`src/verilog/ttc_pkg.sv`:
```
// Shared definitions for the TTC control block
// Widths and vector types, LHC orbit length, L1A FIFO depth,
// TTC command codes, AXI4-Lite register map and response codes,
// and the write channel FSM states
`default_nettype none

package ttc_pkg;

  // --------------------------------------------------
  // Bunch crossing and counter widths
  // --------------------------------------------------
  localparam int bxn_w     = 12;    // Bunch numbers 0 to 3563
  localparam int lhc_cycle = 3564;  // Crossings per orbit
  typedef logic [bxn_w-1:0] bxn_t;

  localparam int cnt_w = 32;        // Orbit and bc0 counters
  typedef logic [cnt_w-1:0] cnt_t;

  localparam int evt_w = 20;        // L1A event number
  typedef logic [evt_w-1:0] evt_t;

  // --------------------------------------------------
  // TTC command codes, anything else is ignored
  // --------------------------------------------------
  typedef logic [3:0] cmd_t;
  localparam cmd_t cmd_bc0    = 4'd1;
  localparam cmd_t cmd_resync = 4'd2;
  localparam cmd_t cmd_l1a    = 4'd3;
  localparam cmd_t cmd_ec0    = 4'd4;

  localparam int l1a_fifo_depth = 8;  // Power of two, pointers wrap freely

  // --------------------------------------------------
  // AXI4-Lite register map
  // --------------------------------------------------
  typedef logic [7:0]  axil_addr_t;
  typedef logic [31:0] axil_data_t;

  localparam axil_addr_t reg_offset  = 8'h00;  // Read and write
  localparam axil_addr_t reg_bxn     = 8'h04;
  localparam axil_addr_t reg_orbit   = 8'h08;
  localparam axil_addr_t reg_bx0_rxd = 8'h0C;
  localparam axil_addr_t reg_bx0_lcl = 8'h10;
  localparam axil_addr_t reg_status  = 8'h14;
  localparam axil_addr_t reg_l1a_pop = 8'h18;  // Read pops the FIFO head
  localparam axil_addr_t reg_event   = 8'h1C;

  localparam logic [1:0] resp_okay   = 2'b00;
  localparam logic [1:0] resp_slverr = 2'b10;

  typedef enum logic [1:0] {
    wr_idle,     // Between transactions
    wr_collect,  // Waiting for address and data halves
    wr_respond   // Write done, bvalid up
  } axil_wr_state_t;

endpackage

`default_nettype wire

```
`src/verilog/ttc_cmd_decoder.sv`:
```
// TTC command decoder
// Turns valid command codes into registered single-cycle pulses
// and keeps the running L1A event number
`timescale 1ns/10ps
`default_nettype none

module ttc_cmd_decoder import ttc_pkg::*; (
  input  wire        clock,
  input  wire        bxn_preset,
  input  wire cmd_t  ttc_cmd,
  input  wire        ttc_cmd_valid,
  output logic       bc0,
  output logic       resync,
  output logic       l1a,
  output evt_t       event_number
);

  logic l1a_cmd;  // L1A code on the input this cycle
  logic ec0;      // Event counter reset pulse, kept local

  assign l1a_cmd = ttc_cmd_valid && (ttc_cmd == cmd_l1a);

  // --------------------------------------------------
  // Command pulses
  // --------------------------------------------------
  always_ff @(posedge clock) begin
    if (bxn_preset) begin
      bc0    <= 1'b0;
      resync <= 1'b0;
      l1a    <= 1'b0;
      ec0    <= 1'b0;
    end else begin
      bc0    <= ttc_cmd_valid && (ttc_cmd == cmd_bc0);
      resync <= ttc_cmd_valid && (ttc_cmd == cmd_resync);
      l1a    <= l1a_cmd;                                   // One cycle after the code
      ec0    <= ttc_cmd_valid && (ttc_cmd == cmd_ec0);
    end
  end

  // --------------------------------------------------
  // Event number
  // --------------------------------------------------
  // Advances on the same edge that raises l1a, so the new number is
  // already present while the pulse is high and the FIFO captures it.
  // A clear pulse together with a new L1A code restarts at one.
  always_ff @(posedge clock) begin
    if (bxn_preset) begin
      event_number <= '0;
    end else if (l1a_cmd) begin
      if (resync || ec0) event_number <= evt_t'(1);      // First L1A after the clear
      else               event_number <= event_number + 1'b1;
    end else if (resync || ec0) begin
      event_number <= '0;
    end
  end

endmodule

`default_nettype wire

```
`src/verilog/bx_counter.sv`:
```
// Bunch crossing counter
// Offset limiter, hold until first bc0, modulo 3564 count,
// sticky sync error, received and local bc0 counters,
// saturating orbit counter
`timescale 1ns/10ps
`default_nettype none

module bx_counter import ttc_pkg::*; (
  input  wire        clock,
  input  wire        bxn_preset,
  input  wire        bc0,
  input  wire        resync,
  input  wire bxn_t  bxn_offset,
  output bxn_t       bxn,
  output cnt_t       orbit_count,
  output cnt_t       bx0_rxd_count,
  output cnt_t       bx0_lcl_count,
  output logic       bxn_sync_err,
  output logic       bx0_sync_err
);

  bxn_t bxn_offset_lim;  // Offset clipped into one orbit
  logic bxn_hold;        // Waiting for a bc0
  logic bxn_load;        // Reload the offset this cycle
  logic bxn_ovf;         // Last crossing of the orbit
  logic bxn_sync;        // Counter sits at the offset, local bc0 point
  logic bx0_local;       // Counter at zero while running
  logic orbit_max;       // Orbit counter saturated

  // --------------------------------------------------
  // Offset limiter
  // --------------------------------------------------
  // Offsets past the last crossing would never be reached
  always_ff @(posedge clock) begin
    if (bxn_offset > bxn_t'(lhc_cycle - 1)) bxn_offset_lim <= bxn_t'(lhc_cycle - 1);
    else                                     bxn_offset_lim <= bxn_offset;
  end

  // --------------------------------------------------
  // Hold and load
  // --------------------------------------------------
  always_ff @(posedge clock) begin
    if (bxn_preset)  bxn_hold <= 1'b1;
    else if (bc0)    bxn_hold <= 1'b0;  // Release on any bc0
    else if (resync) bxn_hold <= 1'b1;  // Wait again for the next bc0
  end

  assign bxn_load = (bxn_hold || resync) && !bc0;
  assign bxn_ovf  = (bxn == bxn_t'(lhc_cycle - 1));

  // --------------------------------------------------
  // Bunch counter
  // --------------------------------------------------
  always_ff @(posedge clock) begin
    if (bxn_preset)   bxn <= '0;
    else if (bxn_load) bxn <= bxn_offset_lim;  // Parked at the offset
    else if (bxn_ovf)  bxn <= '0;              // Orbit wrap
    else               bxn <= bxn + 1'b1;
  end

  // --------------------------------------------------
  // Synchronisation check
  // --------------------------------------------------
  assign bxn_sync  = (bxn == bxn_offset_lim);
  assign bx0_local = (bxn == '0) && !bxn_load;

  always_ff @(posedge clock) begin
    if (bxn_preset || bxn_load) begin
      bxn_sync_err <= 1'b0;
    end else if (bc0) begin
      bxn_sync_err <= bxn_sync_err || !bxn_sync;  // bc0 off the expected crossing
    end else if (bxn_sync) begin
      bxn_sync_err <= 1'b1;                       // Offset reached, no bc0 seen
    end
  end

  assign bx0_sync_err = bxn_sync_err || bxn_load;  // Also flags while parked

  // --------------------------------------------------
  // bc0 counters
  // --------------------------------------------------
  always_ff @(posedge clock) begin
    if (bxn_preset || resync) begin
      bx0_rxd_count <= '0;
      bx0_lcl_count <= '0;
    end else begin
      if (bc0)       bx0_rxd_count <= bx0_rxd_count + 1'b1;  // Received from TTC
      if (bx0_local) bx0_lcl_count <= bx0_lcl_count + 1'b1;  // Own zero crossing
    end
  end

  // --------------------------------------------------
  // Orbit counter
  // --------------------------------------------------
  assign orbit_max = (orbit_count == '1);

  always_ff @(posedge clock) begin
    if (bxn_preset || resync) begin
      orbit_count <= '0;
    end else if (bxn_ovf && !bxn_load && !orbit_max) begin
      orbit_count <= orbit_count + 1'b1;  // One per wrap, sticks at all ones
    end
  end

endmodule

`default_nettype wire

```
`src/verilog/l1a_bxn_fifo.sv`:
```
// L1A header FIFO
// Eight entries of event number and bunch number taken at each L1A,
// popped by the register file, sticky overflow on a dropped L1A
`timescale 1ns/10ps
`default_nettype none

module l1a_bxn_fifo import ttc_pkg::*; (
  input  wire         clock,
  input  wire         bxn_preset,
  input  wire         l1a,
  input  wire bxn_t   bxn,
  input  wire evt_t   event_number,
  input  wire         pop,
  output axil_data_t  head,
  output logic        empty,
  output logic [3:0]  level,
  output logic        overflow
);

  axil_data_t mem [l1a_fifo_depth];                // Entry is {event, bxn}
  logic [$clog2(l1a_fifo_depth)-1:0] wr_ptr;
  logic [$clog2(l1a_fifo_depth)-1:0] rd_ptr;
  logic full;
  logic push;  // Accepted L1A
  logic pull;  // Accepted pop

  assign full  = (level == 4'(l1a_fifo_depth));
  assign empty = (level == '0);
  assign push  = l1a && !full;
  assign pull  = pop && !empty;

  assign head = mem[rd_ptr];  // Valid only while not empty

  // --------------------------------------------------
  // Storage
  // --------------------------------------------------
  always_ff @(posedge clock) begin
    if (push) mem[wr_ptr] <= {event_number, bxn};  // Values present during the pulse
  end

  // --------------------------------------------------
  // Pointers, level, overflow
  // --------------------------------------------------
  always_ff @(posedge clock) begin
    if (bxn_preset) begin
      wr_ptr   <= '0;
      rd_ptr   <= '0;
      level    <= '0;
      overflow <= 1'b0;
    end else begin
      if (push) wr_ptr <= wr_ptr + 1'b1;  // Wraps at the depth
      if (pull) rd_ptr <= rd_ptr + 1'b1;
      case ({push, pull})
        2'b10:   level <= level + 1'b1;
        2'b01:   level <= level - 1'b1;
        default: level <= level;       // Both or neither
      endcase
      if (l1a && full) overflow <= 1'b1;  // Held until reset
    end
  end

endmodule

`default_nettype wire

```
`src/verilog/ttc_axil_regs.sv`:
```
// AXI4-Lite register file for the TTC block
// Write FSM for the offset register, registered read mux over
// counters, status, event number and the L1A FIFO head,
// single-cycle FIFO pop on a read of the pop register
`timescale 1ns/10ps
`default_nettype none

module ttc_axil_regs import ttc_pkg::*; (
  input  wire              clock,
  input  wire              bxn_preset,
  // AXI4-Lite slave
  input  wire axil_addr_t  awaddr,
  input  wire              awvalid,
  output logic             awready,
  input  wire axil_data_t  wdata,
  input  wire [3:0]        wstrb,
  input  wire              wvalid,
  output logic             wready,
  output logic [1:0]       bresp,
  output logic             bvalid,
  input  wire              bready,
  input  wire axil_addr_t  araddr,
  input  wire              arvalid,
  output logic             arready,
  output axil_data_t       rdata,
  output logic [1:0]       rresp,
  output logic             rvalid,
  input  wire              rready,
  // Block side
  output bxn_t             bxn_offset,
  input  wire bxn_t        bxn,
  input  wire cnt_t        orbit_count,
  input  wire cnt_t        bx0_rxd_count,
  input  wire cnt_t        bx0_lcl_count,
  input  wire              bxn_sync_err,
  input  wire evt_t        event_number,
  input  wire axil_data_t  fifo_head,
  input  wire              fifo_empty,
  input  wire [3:0]        fifo_level,
  input  wire              fifo_overflow,
  output logic             fifo_pop
);

  axil_wr_state_t wr_state;
  axil_addr_t     awaddr_q;  // Captured write halves
  axil_data_t     wdata_q;
  logic [3:0]     wstrb_q;
  logic           aw_held;
  logic           w_held;
  axil_data_t     rd_mux;    // Read data for araddr

  function automatic logic is_mapped(input axil_addr_t addr);
    case (addr)
      reg_offset, reg_bxn, reg_orbit, reg_bx0_rxd,
      reg_bx0_lcl, reg_status, reg_l1a_pop, reg_event: is_mapped = 1'b1;
      default:                                          is_mapped = 1'b0;
    endcase
  endfunction

  // --------------------------------------------------
  // Write channel
  // --------------------------------------------------
  always_ff @(posedge clock) begin
    if (bxn_preset) begin
      wr_state   <= wr_idle;
      awready    <= 1'b0;
      wready     <= 1'b0;
      bvalid     <= 1'b0;
      aw_held    <= 1'b0;
      w_held     <= 1'b0;
      bxn_offset <= '0;
    end else begin
      case (wr_state)
        wr_idle: begin
          awready  <= 1'b1;        // Open both halves
          wready   <= 1'b1;
          aw_held  <= 1'b0;
          w_held   <= 1'b0;
          wr_state <= wr_collect;
        end
        wr_collect: begin
          if (awvalid && awready) begin
            aw_held <= 1'b1;
            awready <= 1'b0;
          end
          if (wvalid && wready) begin
            w_held <= 1'b1;
            wready <= 1'b0;
          end
          if (aw_held && w_held) begin
            if (awaddr_q == reg_offset) begin  // Only writable register
              if (wstrb_q[0]) bxn_offset[7:0]  <= wdata_q[7:0];
              if (wstrb_q[1]) bxn_offset[11:8] <= wdata_q[11:8];
            end
            bvalid   <= 1'b1;
            wr_state <= wr_respond;
          end
        end
        wr_respond: begin
          if (bready) begin
            bvalid   <= 1'b0;
            wr_state <= wr_idle;
          end
        end
        default: wr_state <= wr_idle;
      endcase
    end
  end

  // Write payload
  always_ff @(posedge clock) begin
    if (awvalid && awready) awaddr_q <= awaddr;
    if (wvalid && wready) begin
      wdata_q <= wdata;
      wstrb_q <= wstrb;
    end
    if (wr_state == wr_collect && aw_held && w_held) begin
      bresp <= is_mapped(awaddr_q) ? resp_okay : resp_slverr;
    end
  end

  // --------------------------------------------------
  // Read channel
  // --------------------------------------------------
  always_comb begin
    case (araddr)
      reg_offset:  rd_mux = {20'b0, bxn_offset};
      reg_bxn:     rd_mux = {20'b0, bxn};
      reg_orbit:   rd_mux = orbit_count;
      reg_bx0_rxd: rd_mux = bx0_rxd_count;
      reg_bx0_lcl: rd_mux = bx0_lcl_count;
      reg_status:  rd_mux = {24'b0, fifo_level, 1'b0, fifo_overflow, fifo_empty, bxn_sync_err};
      reg_l1a_pop: rd_mux = fifo_empty ? '0 : fifo_head;  // Empty reads as zero
      reg_event:   rd_mux = {12'b0, event_number};
      default:     rd_mux = '0;                           // Unmapped
    endcase
  end

  always_ff @(posedge clock) begin
    if (bxn_preset) begin
      arready  <= 1'b0;
      rvalid   <= 1'b0;
      fifo_pop <= 1'b0;
    end else begin
      fifo_pop <= 1'b0;  // Single cycle
      if (arready && arvalid) begin
        arready  <= 1'b0;
        rvalid   <= 1'b1;
        fifo_pop <= (araddr == reg_l1a_pop) && !fifo_empty;  // Head already in rdata
      end else if (rvalid) begin
        if (rready) begin  // Hold data until taken
          rvalid  <= 1'b0;
          arready <= 1'b1;
        end
      end else begin
        arready <= 1'b1;
      end
    end
  end

  always_ff @(posedge clock) begin
    if (arready && arvalid) begin
      rdata <= rd_mux;
      rresp <= is_mapped(araddr) ? resp_okay : resp_slverr;
    end
  end

endmodule

`default_nettype wire

```
`src/verilog/ttc_top.sv`:
```
// TTC control block top level
// Command decoder, bunch crossing counter, L1A FIFO and
// AXI4-Lite register file, all on one clock
`timescale 1ns/10ps
`default_nettype none

module ttc_top import ttc_pkg::*; (
  input  wire              clock,
  input  wire              bxn_preset,
  input  wire cmd_t        ttc_cmd,
  input  wire              ttc_cmd_valid,
  input  wire axil_addr_t  awaddr,
  input  wire              awvalid,
  output wire              awready,
  input  wire axil_data_t  wdata,
  input  wire [3:0]        wstrb,
  input  wire              wvalid,
  output wire              wready,
  output wire [1:0]        bresp,
  output wire              bvalid,
  input  wire              bready,
  input  wire axil_addr_t  araddr,
  input  wire              arvalid,
  output wire              arready,
  output wire axil_data_t  rdata,
  output wire [1:0]        rresp,
  output wire              rvalid,
  input  wire              rready
);

  wire        bc0, resync, l1a;
  evt_t       event_number;
  bxn_t       bxn, bxn_offset;
  cnt_t       orbit_count, bx0_rxd_count, bx0_lcl_count;
  wire        bxn_sync_err;
  axil_data_t fifo_head;
  wire        fifo_empty, fifo_overflow, fifo_pop;
  wire [3:0]  fifo_level;

  ttc_cmd_decoder dec0 (
    .clock, .bxn_preset, .ttc_cmd, .ttc_cmd_valid,
    .bc0, .resync, .l1a, .event_number
  );

  // bx0_sync_err strobe has no register slot, left open
  bx_counter bxc0 (
    .clock, .bxn_preset, .bc0, .resync, .bxn_offset,
    .bxn, .orbit_count, .bx0_rxd_count, .bx0_lcl_count,
    .bxn_sync_err, .bx0_sync_err()
  );

  l1a_bxn_fifo fifo0 (
    .clock, .bxn_preset, .l1a, .bxn, .event_number, .pop(fifo_pop),
    .head(fifo_head), .empty(fifo_empty), .level(fifo_level), .overflow(fifo_overflow)
  );

  ttc_axil_regs regs0 (
    .clock, .bxn_preset,
    .awaddr, .awvalid, .awready, .wdata, .wstrb, .wvalid, .wready,
    .bresp, .bvalid, .bready,
    .araddr, .arvalid, .arready, .rdata, .rresp, .rvalid, .rready,
    .bxn_offset, .bxn, .orbit_count, .bx0_rxd_count, .bx0_lcl_count,
    .bxn_sync_err, .event_number,
    .fifo_head, .fifo_empty, .fifo_level, .fifo_overflow, .fifo_pop
  );

endmodule

`default_nettype wire

```
`config.mk`:
```
export PLATFORM = sky130hd
export DESIGN_NAME = ttc_top
export DESIGN_NICKNAME = d
export VERILOG_FILES = /design/src/verilog/ttc_pkg.sv /design/src/verilog/ttc_cmd_decoder.sv /design/src/verilog/bx_counter.sv /design/src/verilog/l1a_bxn_fifo.sv /design/src/verilog/ttc_axil_regs.sv /design/src/verilog/ttc_top.sv
export SDC_FILE = /design/constraint.sdc
export NUM_CORES = 1
export LEC_CHECK = 0
export ABC_AREA = 0
export BUFFER_PORTS_ARGS = -buffer_cell sky130_fd_sc_hd__buf_4
export CAP_MARGIN = 10
export CORE_MARGIN = 5
export CORE_UTILIZATION = 30
export DETAILED_ROUTE_END_ITERATION = 16
export PLACE_DENSITY = 0.54
export SETUP_SLACK_MARGIN = 0.2
export SLEW_MARGIN = 5
export SYNTH_ARGS = -nofsm -noshare
export SYNTH_HDL_FRONTEND = slang
export SYNTH_SLANG_ARGS = --single-unit
export TNS_END_PERCENT = 5
```
`constraint.sdc`:
```
create_clock -name clock -period 11.77 [get_ports clock]
set_clock_uncertainty 0.1 [all_clocks]
set_input_delay 0.5885 -clock clock [delete_from_list [all_inputs] [get_ports clock]]
set_output_delay 0.5885 -clock clock [all_outputs]
set_load 0.05 [all_outputs]
```
Word-level counts from Yosys, hierarchy flattened
Memories as Yosys holds them, arrays and structs flattened. A register that Yosys moved wholly into a read port is not among the register bits.
Cells that the tools add are included.
Operators by class
  add/sub/neg operators: 9
  order comparisons: 1
  equality and inequality tests: 24
  multiplexer cells: 42
  bitwise gates (word level): 1
  reductions and logical operators: 50
Operators with widths (count)
  $pmux W32 S8: 1
  $add A32 B1 Y32 const B: 3
  $mux W20: 3
  $eq A32 B32 Y1 const B: 1
  $eq A8 B5 Y1 const B: 4
  $mux W32: 1
  $mux W12: 2
  $mux W1: 21
  $add A20 B1 Y20 const B: 1
  $logic_and A1 B1 Y1: 18
  $eq A8 B4 Y1 const B: 2
  $logic_not A8 Y1: 2
  $add A12 B1 Y12 const B: 1
  $eq A12 B12 Y1: 1
  $eq A12 B12 Y1 const B: 1
  $gt A12 B12 Y1 const B: 1
  $logic_not A12 Y1: 1
  $reduce_bool A2 Y1: 6
  $pmux W1 S2: 5
  $eq A4 B2 Y1 const B: 2
  $eq A8 B3 Y1 const B: 1
  $mux W2: 4
  $pmux W4 S2: 1
  $reduce_and A4 Y1: 2
  other kinds (22): 42
Word-level totals
  register bits: 237
  memory bits (writable): 256
  ROM bits: 64
  bits of input ports: 64
  output and inout bits: 41
  logic and storage cells: 163
  memories: 3
Memories
  fifo0.mem: depth 8, bits a word 32, rd ports 1, clocked after memory_dff 1, wr ports 1, RTL line l1a_bxn_fifo.sv:20  | axil_data_t mem [l1a_fifo_depth];
  (no name shown): depth 32, bits a word 1, rd ports 1, clocked after memory_dff 0, wr ports 0, RTL line ttc_axil_regs.sv:53  | case (addr)
  (no name shown): depth 32, bits a word 1, rd ports 1, clocked after memory_dff 1, wr ports 0, RTL line ttc_axil_regs.sv:53

Logic depth before layout (Yosys ltp)
Gate-level depths: netlist of the first run.
  word-level depth: 5
  mapped depth: 11

Hierarchy
Synthesis of the first run repeated with hierarchy kept, for this count alone.
Second synthesis, totals
  cells, all modules: 1595
  area total of the unflattened synthesis: 21364.2 um^2
By module, submodules not included
  l1a_bxn_fifo: instances 1, cells each 448, area each 10461.3 um^2, seq. area each 7967.6 um^2
  bx_counter: instances 1, cells each 686, area each 5776.8 um^2, seq. area each 2442.3 um^2
  ttc_axil_regs: instances 1, cells each 331, area each 3963.8 um^2, seq. area each 2142.1 um^2
  ttc_cmd_decoder: instances 1, cells each 130, area each 1162.4 um^2, seq. area each 480.5 um^2

Worst setup path before layout of the first run
OpenSTA, ideal clock, no wires.
  path kind: flip-flop to flip-flop
  from: reg fifo0.level[1]
  to: mem fifo0.mem[0][0] (netlist name) (enable)
  library setup time: 461 ps
  arrival time: 3410 ps
  required time: 11209 ps
  setup slack: 7799 ps
  cell stages (with the launch flop): 6
  path buffers: 1
  clock period less this slack: 3971 ps
  path through: dfxtp_1 > clkbuf_1 > nor3_1 > a21boi_0 > nand2b_1 > nor3_1
On the way
  cells in the longest elaborated chain, start to end: 5
Ends and longest elaborated chain
  start, declared: RTL line l1a_bxn_fifo.sv:16  | output logic [3:0] level,
  start signal, assigned: RTL line l1a_bxn_fifo.sv:54  | 2'b10: level <= level + 1'b1;
  start signal, assigned: RTL line l1a_bxn_fifo.sv:55  | 2'b01: level <= level - 1'b1;
  start signal, assigned: RTL line l1a_bxn_fifo.sv:56  | default: level <= level;
  $eq A4 B4 Y1: RTL line l1a_bxn_fifo.sv:27  | assign full = (level == 4'(l1a_fifo_depth));
  $logic_not A1 Y1: RTL line l1a_bxn_fifo.sv:29  | assign push = l1a && !full;
  $logic_and A1 B1 Y1: RTL line l1a_bxn_fifo.sv:29
  $mux W1: RTL line l1a_bxn_fifo.sv:38  | if (push) mem[wr_ptr] <= {event_number, bxn};
  $mux W1 (implied by the code): RTL line l1a_bxn_fifo.sv:38
  end, declared: RTL line l1a_bxn_fifo.sv:20
Every way passes these cells.

Final worst setup path of the first run
  from: reg bxc0.bxn[1]
  to: reg bxc0.orbit_count[11]
On the way
  cells in the longest elaborated chain, start to end: 3
Ends and longest elaborated chain
  start, declared: RTL line bx_counter.sv:14  | output bxn_t bxn,
  start signal, assigned: RTL line bx_counter.sv:56  | else if (bxn_load) bxn <= bxn_offset_lim;
  start signal, assigned: RTL line bx_counter.sv:58  | else bxn <= bxn + 1'b1;
  $eq A12 B12 Y1: RTL line bx_counter.sv:49  | assign bxn_ovf = (bxn == bxn_t'(lhc_cycle - 1));
  $logic_and A1 B1 Y1 (2 in a row): RTL line bx_counter.sv:100  | end else if (bxn_ovf && !bxn_load && !orbit_max) begin
  end signal, assigned: RTL line bx_counter.sv:101  | orbit_count <= orbit_count + 1'b1;
  end, declared: RTL line bx_counter.sv:15  | output cnt_t orbit_count,
Every way passes these cells.
A chain may end at the register's enable or synchronous reset.

==> results of run 1 <==
==> flip-flops by register name, summed over array words and instances, names as in the netlist, 2 cells and up, named ones only <==
signal,count
bxc0.bx0_rxd_count,32
regs0.bxn_offset,12
dec0.event_number,20
regs0.awaddr_q,8
regs0.rdata,32
bxc0.orbit_count,32
fifo0.rd_ptr,3
bxc0.bxn_offset_lim,12
regs0.wr_state,2
fifo0.wr_ptr,3
regs0.wdata_q,12
bxc0.bx0_lcl_count,32
regs0.wstrb_q,2
fifo0.mem,256
fifo0.level,4
bxc0.bxn,12
==> power by group through the flow <==
stage / clock (mW) / sequential [mW] / combinational [mW]
6_report: 1.58 / 1.84 / 0.0762
5_1_grt: 1.70 / 1.84 / 0.0814
4_1_cts: 1.62 / 1.84 / 0.0767
3_5_place_dp: 0 / 1.88 / 0.0766
3_3_place_gp: 0 / 1.88 / 0.0757
2_1_floorplan: 0 / 1.90 / 0.0271
==> through the flow <==
step | instance area [sq um] | hold WS (ns) | cells | utilization (%) | setup slack (ns)
finish | 23800 | 0.0807 | 2537 | 35.2 | 8.54
global route | 23800 | 0.0488 | 2537 | 35.2 | 8.31
CTS | 23800 | 0.0455 | 2537 | 35.2 | 8.41
detailed placement | 22100 | 0.327 | 2444 | 32.8 | 8.42
global placement | 22100 | 0.333 | 2444 | 32.8 | 8.43
floorplan | 20500 | 0.319 | 1555 | - | 7.80
==> final timing paths <==
| path | endpoint | startpoint |
|---|---|---|
| hold reg to reg | bxc0.bxn_offset_lim[10]$_SDFF_PN1_ | regs0.bxn_offset[10]$_SDFFE_PP0P_ |
| hold / removal | regs0.wdata_q[8]$_DFFE_PP_ | wdata[8] |
| setup / recovery | bxc0.orbit_count[11]$_SDFFE_PP0P_ | bxc0.bxn[1]$_SDFF_PP0_ |
| setup reg to reg | bxc0.orbit_count[11]$_SDFFE_PP0P_ | bxc0.bxn[1]$_SDFF_PP0_ |
==> cell families after synthesis <==
family	count (synthesis)	share of synthesized area (%)
mux	127	10.1
simple gates	503	12.6
flops	495	63.5
buf+inv	116	2.17
other cells	1	0.0183
compound gates	211	7.12
xor+xnor	90	3.84
fa+ha+maj	11	0.671
==> cells in the mapped netlist, drive strengths merged (42+ instances only) <==
master,number
edfxtp,312
nand2,101
mux4,64
dfxtp,183
a21oi,46
or3,42
nand3,45
mux2i,62
clkbuf,71
nor2,134
a22oi,44
xnor2,65
==> routing by layer <==
| metal | part of all wire [%] | vias up |
|---|---|---|
| met5 | 0 | - |
| met4 | 1.7 | 0 |
| met3 | 6.7 | 63 |
| met2 | 45 | 381 |
| met1 | 46 | 6671 |
| li1 | - | 6098 |
==> layout make-up <==
class | instances | area (sq um) | area share [%]
Sequential cell | 495 | 13000 | 54.9
Timing Repair Buffer | 103 | 773 | 3.26
Inverter | 29 | 109 | 0.458
Clock inverter | 28 | 216 | 0.911
Multi-Input combinational cell | 944 | 7120 | 30.0
Clock buffer | 65 | 1400 | 5.90
Tap cell | 873 | 1090 | 4.60
==> run_results.csv, run 1 <==
group,metric,value,unit
status,outcome,"complete, no violations",
logic_synthesis,synth_edf_count,312,
route,totalWireLength,52800,um
logic_synthesis,synthArstFlopShare,0,%
hold_path,min_path_type,"in -> reg",
grt,met1_usage,20.1,%
sta,drv_slew,0,
logic_synthesis,synth_flop_cell,"edfxtp_1",
logic_synthesis,syn_inst,1554,
power,power.leakage,7.52,nW
layout,syn_to_final_growth,15.8,%
logic_synthesis,synth_area,20500,sq um
layout,final_cell_mix,"312 x edfxtp_1, 180 x dfxtp_1, 127 x nor2_1",
die,std_cell_rows,95,
clock_tree,postCtsHoldBufs,0,
clock_tree,clkTransAtPathRegs,0.06,ns
route,avgRoutedWirePerCell,20.8,um
clock_tree,clock-sinks,495,
logic_synthesis,ys_types,58,
route,dr_total_vias,13213,
power,power.density,147,nW/um^2
sta,finalSetupTns,0,ns
logic_synthesis,synth_top_area_share,45.7,%
worst_setup_path,crit_arrival,3.60,ns
route,drc,0,
sta,tightest_slew,1.07,ns
worst_setup_path,cp-end-kind,"register",
logic_synthesis,syn_area_per_cell,13.2,sq um
clock_tree,post_cts_resized,0,
hold_path,holdPathStages,1,
die,core_area,67500,sq um
layout,nFillCells,6587,
worst_setup_path,startpoint_type,"register",
clock_tree,cts_buffers,51,
grt,gr-total-overflow,0,
sta,rsz0062_at_grt,"false",
route,viasPerCell,5.21,
layout,fin_nets,1699,
die,start_util,30.4,%
sta,period_share,27.5,%
worst_setup_path,crit_type,"reg -> reg",
power,ir_worst_vdd,106,uV
worst_setup_path,cp_data_required_time,12.14,ns
worst_setup_path,crit_chain,"ha_1 -> nand4_1 -> or4_4 -> a21o_1 -> or4_1 -> mux2i_1",
place,place_congestion,0.817,
logic_synthesis,synth_top_cell_by_area,"edfxtp_1",
sta,fin_crit,3.23,ns
grt,top_usage_layer,"met2",
logic_synthesis,ys_seq_elements,495,
sta,setup_viol,0,
worst_setup_path,max_stage_delay,0.73,ns
power,power.internal,2.77,mW
logic_synthesis,ys_warn_count,0,
layout,drive_gt1_share,16.8,%
grt,grt_usage,14.0,%
clock_tree,htree_num_levels,2,
grt,grt_max_degree,79,
grt,grt_antenna_before_repair,1,
power,pwr-share-seq,52.7,%
worst_setup_path,cp_num_buf_inv,0,
worst_setup_path,worst-path-max-fanout,27,
route,first_pass_iters,5,
worst_setup_path,r2r_slack,8.54,ns
grt,grt_pass1_wl,80900,um
power,finalPower,3.49,mW
place,io_buffer_count,80,
sta,fmax,0.309,GHz
worst_setup_path,path_delay_family,"simple AND/OR/NAND/NOR gates",
sta,slew_headroom,27.8,%
logic_synthesis,synthTopCellsByArea,"edfxtp_1 46%, dfxtp_1 18%, mux4_2 7.0%",
power,pwr-share-comb,2.2,%
worst_setup_path,worst-path-stages,6,
worst_setup_path,slowest_stage,"dfxtp_1",
power,p_sw,728,uW
clock_tree,cts_root_buffer,"clkbuf_16",
route,antenna_left,0,
place,dp_hpwl,33900,um
worst_setup_path,rr_worst_depth,6,
power,switching_share,20.8,%
layout,layout_commonest_cell,"edfxtp_1",
clock_tree,cts_tree,"built",
sta,hold_viol,0,
die,die_h,272,um
route,drt_iter0_drc,1175,
grt,grtUsageMet2,21.7,%
grt,first_global_vias,13019,
clock_tree,clk_latency,0.58,ns
logic_synthesis,synth_seq_area_share,63.5,%
grt,grt.met3_usage,3.11,%
die,die_area,73700,sq um
job,cap_violations,0,
clock_tree,clock_path_buffers,3,
layout,diodes,0,
power,power_frac_clock,45.1,%
clock_tree,post_cts_buffers,0,
die,die_x,272,um
die,io_pins,105,
No activity file was read; power rests on OpenSTA's default activity.
==> run 2, diff against run 1 <==
--- a/config.mk
+++ b/config.mk
@@ -5,7 +5,7 @@
 export SDC_FILE = /design/constraint.sdc
 export NUM_CORES = 1
 export LEC_CHECK = 0
-export ABC_AREA = 0
+export ABC_AREA = 1
 export BUFFER_PORTS_ARGS = -buffer_cell sky130_fd_sc_hd__buf_4
 export CAP_MARGIN = 10
 export CORE_MARGIN = 5
==> constraint.sdc (replaced) <==
create_clock -name clock -period 3.3 [get_ports clock]
set_clock_uncertainty 0.1 [all_clocks]
set_input_delay 0.165 -clock clock [delete_from_list [all_inputs] [get_ports clock]]
set_output_delay 0.165 -clock clock [all_outputs]
set_load 0.05 [all_outputs]
==> run 2 against run 1 <==
Routed wire length grew 27%. Die area up 9.5%. Largest power group unchanged. Non-clock buffer count grew 53. Register-to-register slack got worse by 7.7 ns. Cell area grew 12%. Combinational power grew to 4.1 times the previous value.
==> run_results.csv, run 2 <==
group,metric,value,unit
status,outcome,"complete, no violations",
power,switching_share,21.4,%
logic_synthesis,ys_seq_elements,495,
die,io_pins,105,
worst_setup_path,cp-end-kind,"register",
logic_synthesis,synth_seq_area_share,57.8,%
hold_path,min_path_type,"in -> reg",
route,first_pass_iters,5,
sta,fmax,0.344,GHz
route,avgRoutedWirePerCell,18.2,um
worst_setup_path,slowest_stage,"dlygate4sd3_1",
route,antenna_left,0,
layout,fin_nets,2756,
worst_setup_path,startpoint_type,"input port",
sta,finalSetupTns,0,ns
logic_synthesis,ys_types,47,
worst_setup_path,max_stage_delay,0.57,ns
layout,largest_reg_flops,256,
power,power.leakage,9.29,nW
place,io_buffer_count,80,
worst_setup_path,startpoint,"araddr[7]",
grt,grt_usage,16.1,%
grt,grt_pass1_wl,102000,um
worst_setup_path,reg2reg_from,"bxc0.bxn[1]$_SDFF_PP0_",
sta,fin_crit,2.90,ns
layout,drive_gt1_share,9.69,%
die,start_util,30.3,%
power,power.internal,10.1,mW
logic_synthesis,synth_flop_cell,"edfxtp_1",
layout,final_cell_mix,"555 x nand2_1, 437 x nor2_1, 312 x edfxtp_1",
die,core_area,74400,sq um
route,drc,0,
die,die_x,284,um
worst_setup_path,path_delay_family,"buffers and inverters",
power,pwr-share-comb,2.4,%
worst_setup_path,worstReg2RegEnd,"bxc0.orbit_count[19]$_SDFFE_PP0P_",
sta,hold_viol,0,
power,power_frac_clock,46.7,%
power,p_sw,2.77,mW
power,pwr-share-seq,50.9,%
sta,rsz0062_at_grt,"false",
sta,drv_slew,0,
clock_tree,cts_tree,"built",
worst_setup_path,crit_arrival,3.13,ns
worst_setup_path,cp_num_buf_inv,6,
grt,grtUsageMet2,25.8,%
worst_setup_path,cp_common_cell,"nand2_1",
grt,top_usage_layer,"met2",
sta,period_share,88.0,%
clock_tree,post_cts_resized,0,
worst_setup_path,worst-path-max-fanout,25,
place,place_congestion,0.947,
die,die_area,80700,sq um
worst_setup_path,cp_data_required_time,3.52,ns
power,finalPower,12.9,mW
place,dp_hpwl,45200,um
layout,diodes,0,
grt,met1_usage,22.9,%
worst_setup_path,rr_worst_depth,8,
layout,layout_commonest_cell,"nand2_1",
clock_tree,clock_path_buffers,3,
logic_synthesis,synth.most_common_cell,"nand2_1",
worst_setup_path,crit_chain,"dlygate4sd3_1 -> buf_4 -> nor2_1 -> dlygate4sd3_1 -> nand2_1 -> nor2_1 -> buf_4 -> nand2_1 -> buf_4 -> inv_2 -> nand2_1 -> o21ai_0 -> a21oi_1 -> nand2_1",
logic_synthesis,synth_area,22500,sq um
power,ir_worst_vdd,363,uV
logic_synthesis,ys_warn_count,0,
clock_tree,postCtsHoldBufs,40,
logic_synthesis,synth_top_area_share,41.6,%
logic_synthesis,syn_inst,2562,
power,power.density,487,nW/um^2
worst_setup_path,worst-path-stages,14,
clock_tree,clkTransAtPathRegs,0.06,ns
sta,worst_hold_slack,0.106,ns
grt,grt_antenna_before_repair,1,
logic_synthesis,synth_top_cell_by_area,"edfxtp_1",
worst_setup_path,crit_type,"in -> reg",
layout,syn_to_final_growth,17.6,%
route,totalWireLength,67100,um
layout,nFillCells,7601,
logic_synthesis,syn_area_per_cell,8.80,sq um
layout,top_register,"fifo0.mem",
logic_synthesis,synth_edf_count,312,
clock_tree,cts_buffers,52,
logic_synthesis,ys_top_cells_by_count,"555 x nand2_1, 447 x nor2_1, 312 x edfxtp_1",
die,die_h,284,um
sta,tightest_slew,0.993,ns
grt,gr-total-overflow,0,
route,viasPerCell,4.89,
logic_synthesis,synthArstFlopShare,0,%
job,cap_violations,0,
die,std_cell_rows,100,
clock_tree,post_cts_buffers,0,
worst_setup_path,critPathCapture,"regs0.rdata[24]$_DFFE_PP_",
clock_tree,clock-sinks,495,
clock_tree,htree_num_levels,2,
logic_synthesis,synthTopCellsByArea,"edfxtp_1 42%, dfxtp_1 16%, nand2_1 9.2%",
route,drt_iter0_drc,1547,
clock_tree,clk_latency,0.62,ns
sta,setup_viol,0,
worst_setup_path,r2r_slack,0.83,ns
clock_tree,cts_root_buffer,"clkbuf_16",
grt,first_global_vias,16929,
grt,grt.met3_usage,2.45,%
route,dr_total_vias,18074,
grt,grt_max_degree,129,
sta,slew_headroom,33.8,%
run 2: cell count changes after synthesis, moves of 64 or more:
cell     before  now
a21oi_1      46  112
inv_1        29  216
mux4_2       64    0
nand2_1     101  555
nand3_1      45  125
nor2_1      134  447
o21ai_0      39  196
o22ai_1       0   65
run 2: area by class of cell:
| cell class | instances | area [sq um] | share of cell area (%) |
|---|---|---|---|
| Clock buffer | 72 | 1450 | 5.46 |
| Sequential cell | 495 | 13000 | 49.2 |
| Inverter | 227 | 856 | 3.23 |
| Clock inverter | 25 | 298 | 1.12 |
| Multi-Input combinational cell | 1749 | 8320 | 31.4 |
| Timing Repair Buffer | 156 | 1350 | 5.08 |
| Tap cell | 969 | 1210 | 4.57 |
run 2: power groups by stage:
stage	Clock (mW)	Combinational, mW	Sequential [mW]
floorplan	0	0.102	6.76
global placement	0	0.279	6.70
detailed placement	0	0.280	6.70
CTS	6.14	0.314	6.57
global route	6.41	0.337	6.57
finish	6.02	0.312	6.57
run 2: tightest hold or removal path, stage by stage:
cell and delay (ns):
buf_4 0.09, nor2_1 0.04, nand2_1 0.07, nor2_1 0.04
buf_4 0.19, nand4_1 0.11, a21oi_1 0.05
run 2: metrics by stage:
step / setup slack [ns] / utilization, % / cells / area (sq um)
CTS: 0.499 / 35.6 / 3693 / 26500
global placement: 0.838 / 32.7 / 3556 / 24400
global route: 0.323 / 35.6 / 3693 / 26500
finish: 0.395 / 35.6 / 3693 / 26500
floorplan: 0.535 / - / 2563 / 22500
detailed placement: 0.844 / 32.7 / 3556 / 24400
run 2: worst min path at each step:
stage | endpoint | depth (start not counted) | start | slack, ns
detailed placement | regs0.wstrb_q[0]$_DFFE_PP_ | 1 | wstrb[0] | 0.24
global placement | regs0.wdata_q[2]$_DFFE_PP_ | 1 | wdata[2] | 0.24
floorplan | dec0.bc0$_SDFF_PP0_ | 1 | ttc_cmd[1] | 0.14
CTS | dec0.event_number[18]$_SDFFE_PP0P_ | 7 | ttc_cmd[2] | 0.07
global route | dec0.event_number[14]$_SDFFE_PP0P_ | 6 | ttc_cmd_valid | 0.11
finish | dec0.event_number[12]$_SDFFE_PP0P_ | 7 | ttc_cmd[2] | 0.11
run 2: logic make-up after synthesis:
family	after synthesis	synth area share [%]
AOI/OAI and AO/OA	460	11.7
xor gates and xnor gates	37	1.44
adders and majority gates	11	0.610
buffers and inverters	319	5.61
DFF	495	57.8
other	1	0.0166
and+or+nand+nor	1239	22.8
run 2: layer usage:
layer,vias up,wire length (um)
met1,8559,31200
li1,8911,-
met4,0,1590
met3,101,4120
met5,-,0
met2,503,30200
==> run 3, diff against run 2 <==
--- a/config.mk
+++ b/config.mk
@@ -5,7 +5,6 @@
 export SDC_FILE = /design/constraint.sdc
 export NUM_CORES = 1
 export LEC_CHECK = 0
-export ABC_AREA = 1
 export BUFFER_PORTS_ARGS = -buffer_cell sky130_fd_sc_hd__buf_4
 export CAP_MARGIN = 10
 export CORE_MARGIN = 5
==> run 3 against run 2 <==
Sequential share of layout area is 4.4 points higher. Critical path depth fell by 7. Via count shrank 25%. Maximum frequency grew 2.2%. Non-clock buffer count rose by 12. Sequential power is essentially flat. Cell count fell by 30%. Sequential cell count unchanged. Cell area shrank 8.2%. Critical endpoint is now bxc0.bx0_lcl_count[28]$_SDFFE_PP0P_.
==> run_results.csv, run 3 (same netlist as run 1, synthesis figures left out) <==
group,metric,value,unit
status,outcome,"complete, no violations",
clock_tree,clock_path_buffers,3,
route,totalWireLength,53300,um
worst_setup_path,startpoint_type,"register",
power,power.internal,9.80,mW
sta,rsz0062_at_grt,"false",
layout,top_register,"fifo0.mem",
clock_tree,cts_root_buffer,"clkbuf_16",
place,dp_hpwl,35400,um
layout,largest_reg_flops,256,
die,core_area,67500,sq um
worst_setup_path,worst-path-max-fanout,8,
die,die_h,272,um
hold_path,min_path_type,"in -> reg",
sta,tightest_slew,0.876,ns
place,dp_slack,0.384,ns
layout,final_cell_mix,"312 x edfxtp_1, 180 x dfxtp_1, 127 x nor2_1",
clock_tree,clk_latency,0.59,ns
layout,drive_gt1_share,17.6,%
sta,period_share,86.1,%
die,std_cell_rows,95,
power,pwr-share-comb,2.5,%
sta,fin_crit,2.84,ns
clock_tree,clkTransAtPathRegs,0.06,ns
place,place_congestion,0.803,
place,postPlaceCellArea,22400,sq um
route,antenna_left,0,
sta,drv_slew,0,
sta,fmax,0.352,GHz
place,io_buffer_count,80,
job,cap_violations,0,
layout,layout_commonest_cell,"edfxtp_1",
sta,setup_viol,0,
route,avgRoutedWirePerCell,20.5,um
power,power.density,509,nW/um^2
worst_setup_path,reg2reg_from,"bxc0.bxn[0]$_SDFF_PP0_",
route,dr_total_vias,13493,
route,drc,0,
power,pwr-share-seq,53.0,%
sta,hold_viol,0,
die,start_util,30.4,%
grt,grt_antenna_before_repair,0,
worst_setup_path,startpoint,"bxc0.bxn[0]$_SDFF_PP0_",
sta,finalSetupTns,0,ns
die,io_pins,105,
layout,diodes,0,
layout,stdcell_count,2599,
clock_tree,clock-sinks,495,
grt,gr-total-overflow,0,
layout,fin_nets,1761,
die,die_x,272,um
power,switching_share,21.0,%
grt,grt_pass1_wl,81200,um
route,first_pass_iters,6,
power,ir_worst_vdd,376,uV
clock_tree,cts_tree,"built",
power,p_sw,2.60,mW
die,die_area,73700,sq um
sta,slew_headroom,41.6,%
layout,stdcell_area,24400,sq um
route,drt_iter0_drc,1175,
grt,grt_max_degree,48,
hold_path,hold_path.startpoint,"ttc_cmd_valid",
place,dp_cells,2471,
grt,first_global_vias,13169,
power,power.leakage,7.81,nW
sta,layout_setup_ws,0.457,ns
worst_setup_path,crit_type,"reg -> reg",
worst_setup_path,crit_arrival,3.25,ns
clock_tree,cts_buffers,48,
grt,grt_usage,14.0,%
clock_tree,htree_num_levels,2,
layout,nFillCells,6534,
worst_setup_path,cp-end-kind,"register",
route,viasPerCell,5.19,
layout,syn_to_final_growth,18.7,%
worst_setup_path,cp_data_required_time,3.71,ns
power,power_frac_clock,44.5,%
run 3: layout make-up:
type | count | area [sq um] | area share, %
sequential | 495 | 13000 | 53.5
multi-input combinational | 944 | 7130 | 29.3
timing repair buffer | 168 | 1420 | 5.82
clock buffer | 73 | 1380 | 5.66
tap | 873 | 1090 | 4.48
clock inverter | 17 | 195 | 0.801
inverter | 29 | 109 | 0.447
run 3: critical path: stages (launching register included):
cell and delay, ns:
dfxtp_1 0.36, inv_1 0.10, ha_1 0.16, nor4b_1 0.26
nand4b_1 0.30, or4_1 0.83, nor4_1 0.43, mux2i_1 0.23
run 3: power by group through the flow:
stage	registers, mW	logic, mW	clock network [mW]
floorplan	6.76	0.0966	0
global placement	6.70	0.276	0
detailed placement	6.70	0.280	0
CTS	6.57	0.314	5.64
global route	6.57	0.333	5.91
finish	6.57	0.312	5.52
run 3: what timing repair did:
item	4_1_cts	5_1_grt
hold buffers	38	0
gates resized for setup	0	1
setup endpoints to repair	0	1
setup buffers	0	0
hold endpoints to repair	52	0
run 3: metal layers:
layer	share of wire (%)	vias to the layer above	wire length, um	global-route usage, %
li1	-	6211	-	-
met1	48	6821	25400	20.7
met2	45	410	24100	22.0
met3	5.9	51	3130	2.61
met4	1.2	0	663	2.13
met5	0	-	0	0
run 3: final timing paths:
kind,end,slack [ns],cells past startpoint
setup / recovery,bxc0.bx0_lcl_count[28]$_SDFFE_PP0P_,0.46,7
hold / removal,dec0.event_number[4]$_SDFFE_PP0P_,0.03,5
setup reg to reg,bxc0.bx0_lcl_count[28]$_SDFFE_PP0P_,0.46,7
hold reg to reg,bxc0.bxn_offset_lim[10]$_SDFF_PN1_,0.34,0
run 3: stage by stage:
step                      total power, mW  utilization (%)  hold slack [ns]
after floorplan                      6.86                -            0.141
after global placement               6.98             33.2            0.245
after detailed placement             6.98             33.2            0.245
after CTS                            12.5             36.1          0.00703
after global routing                 12.8             36.1           0.0579
final                                12.4             36.1           0.0296
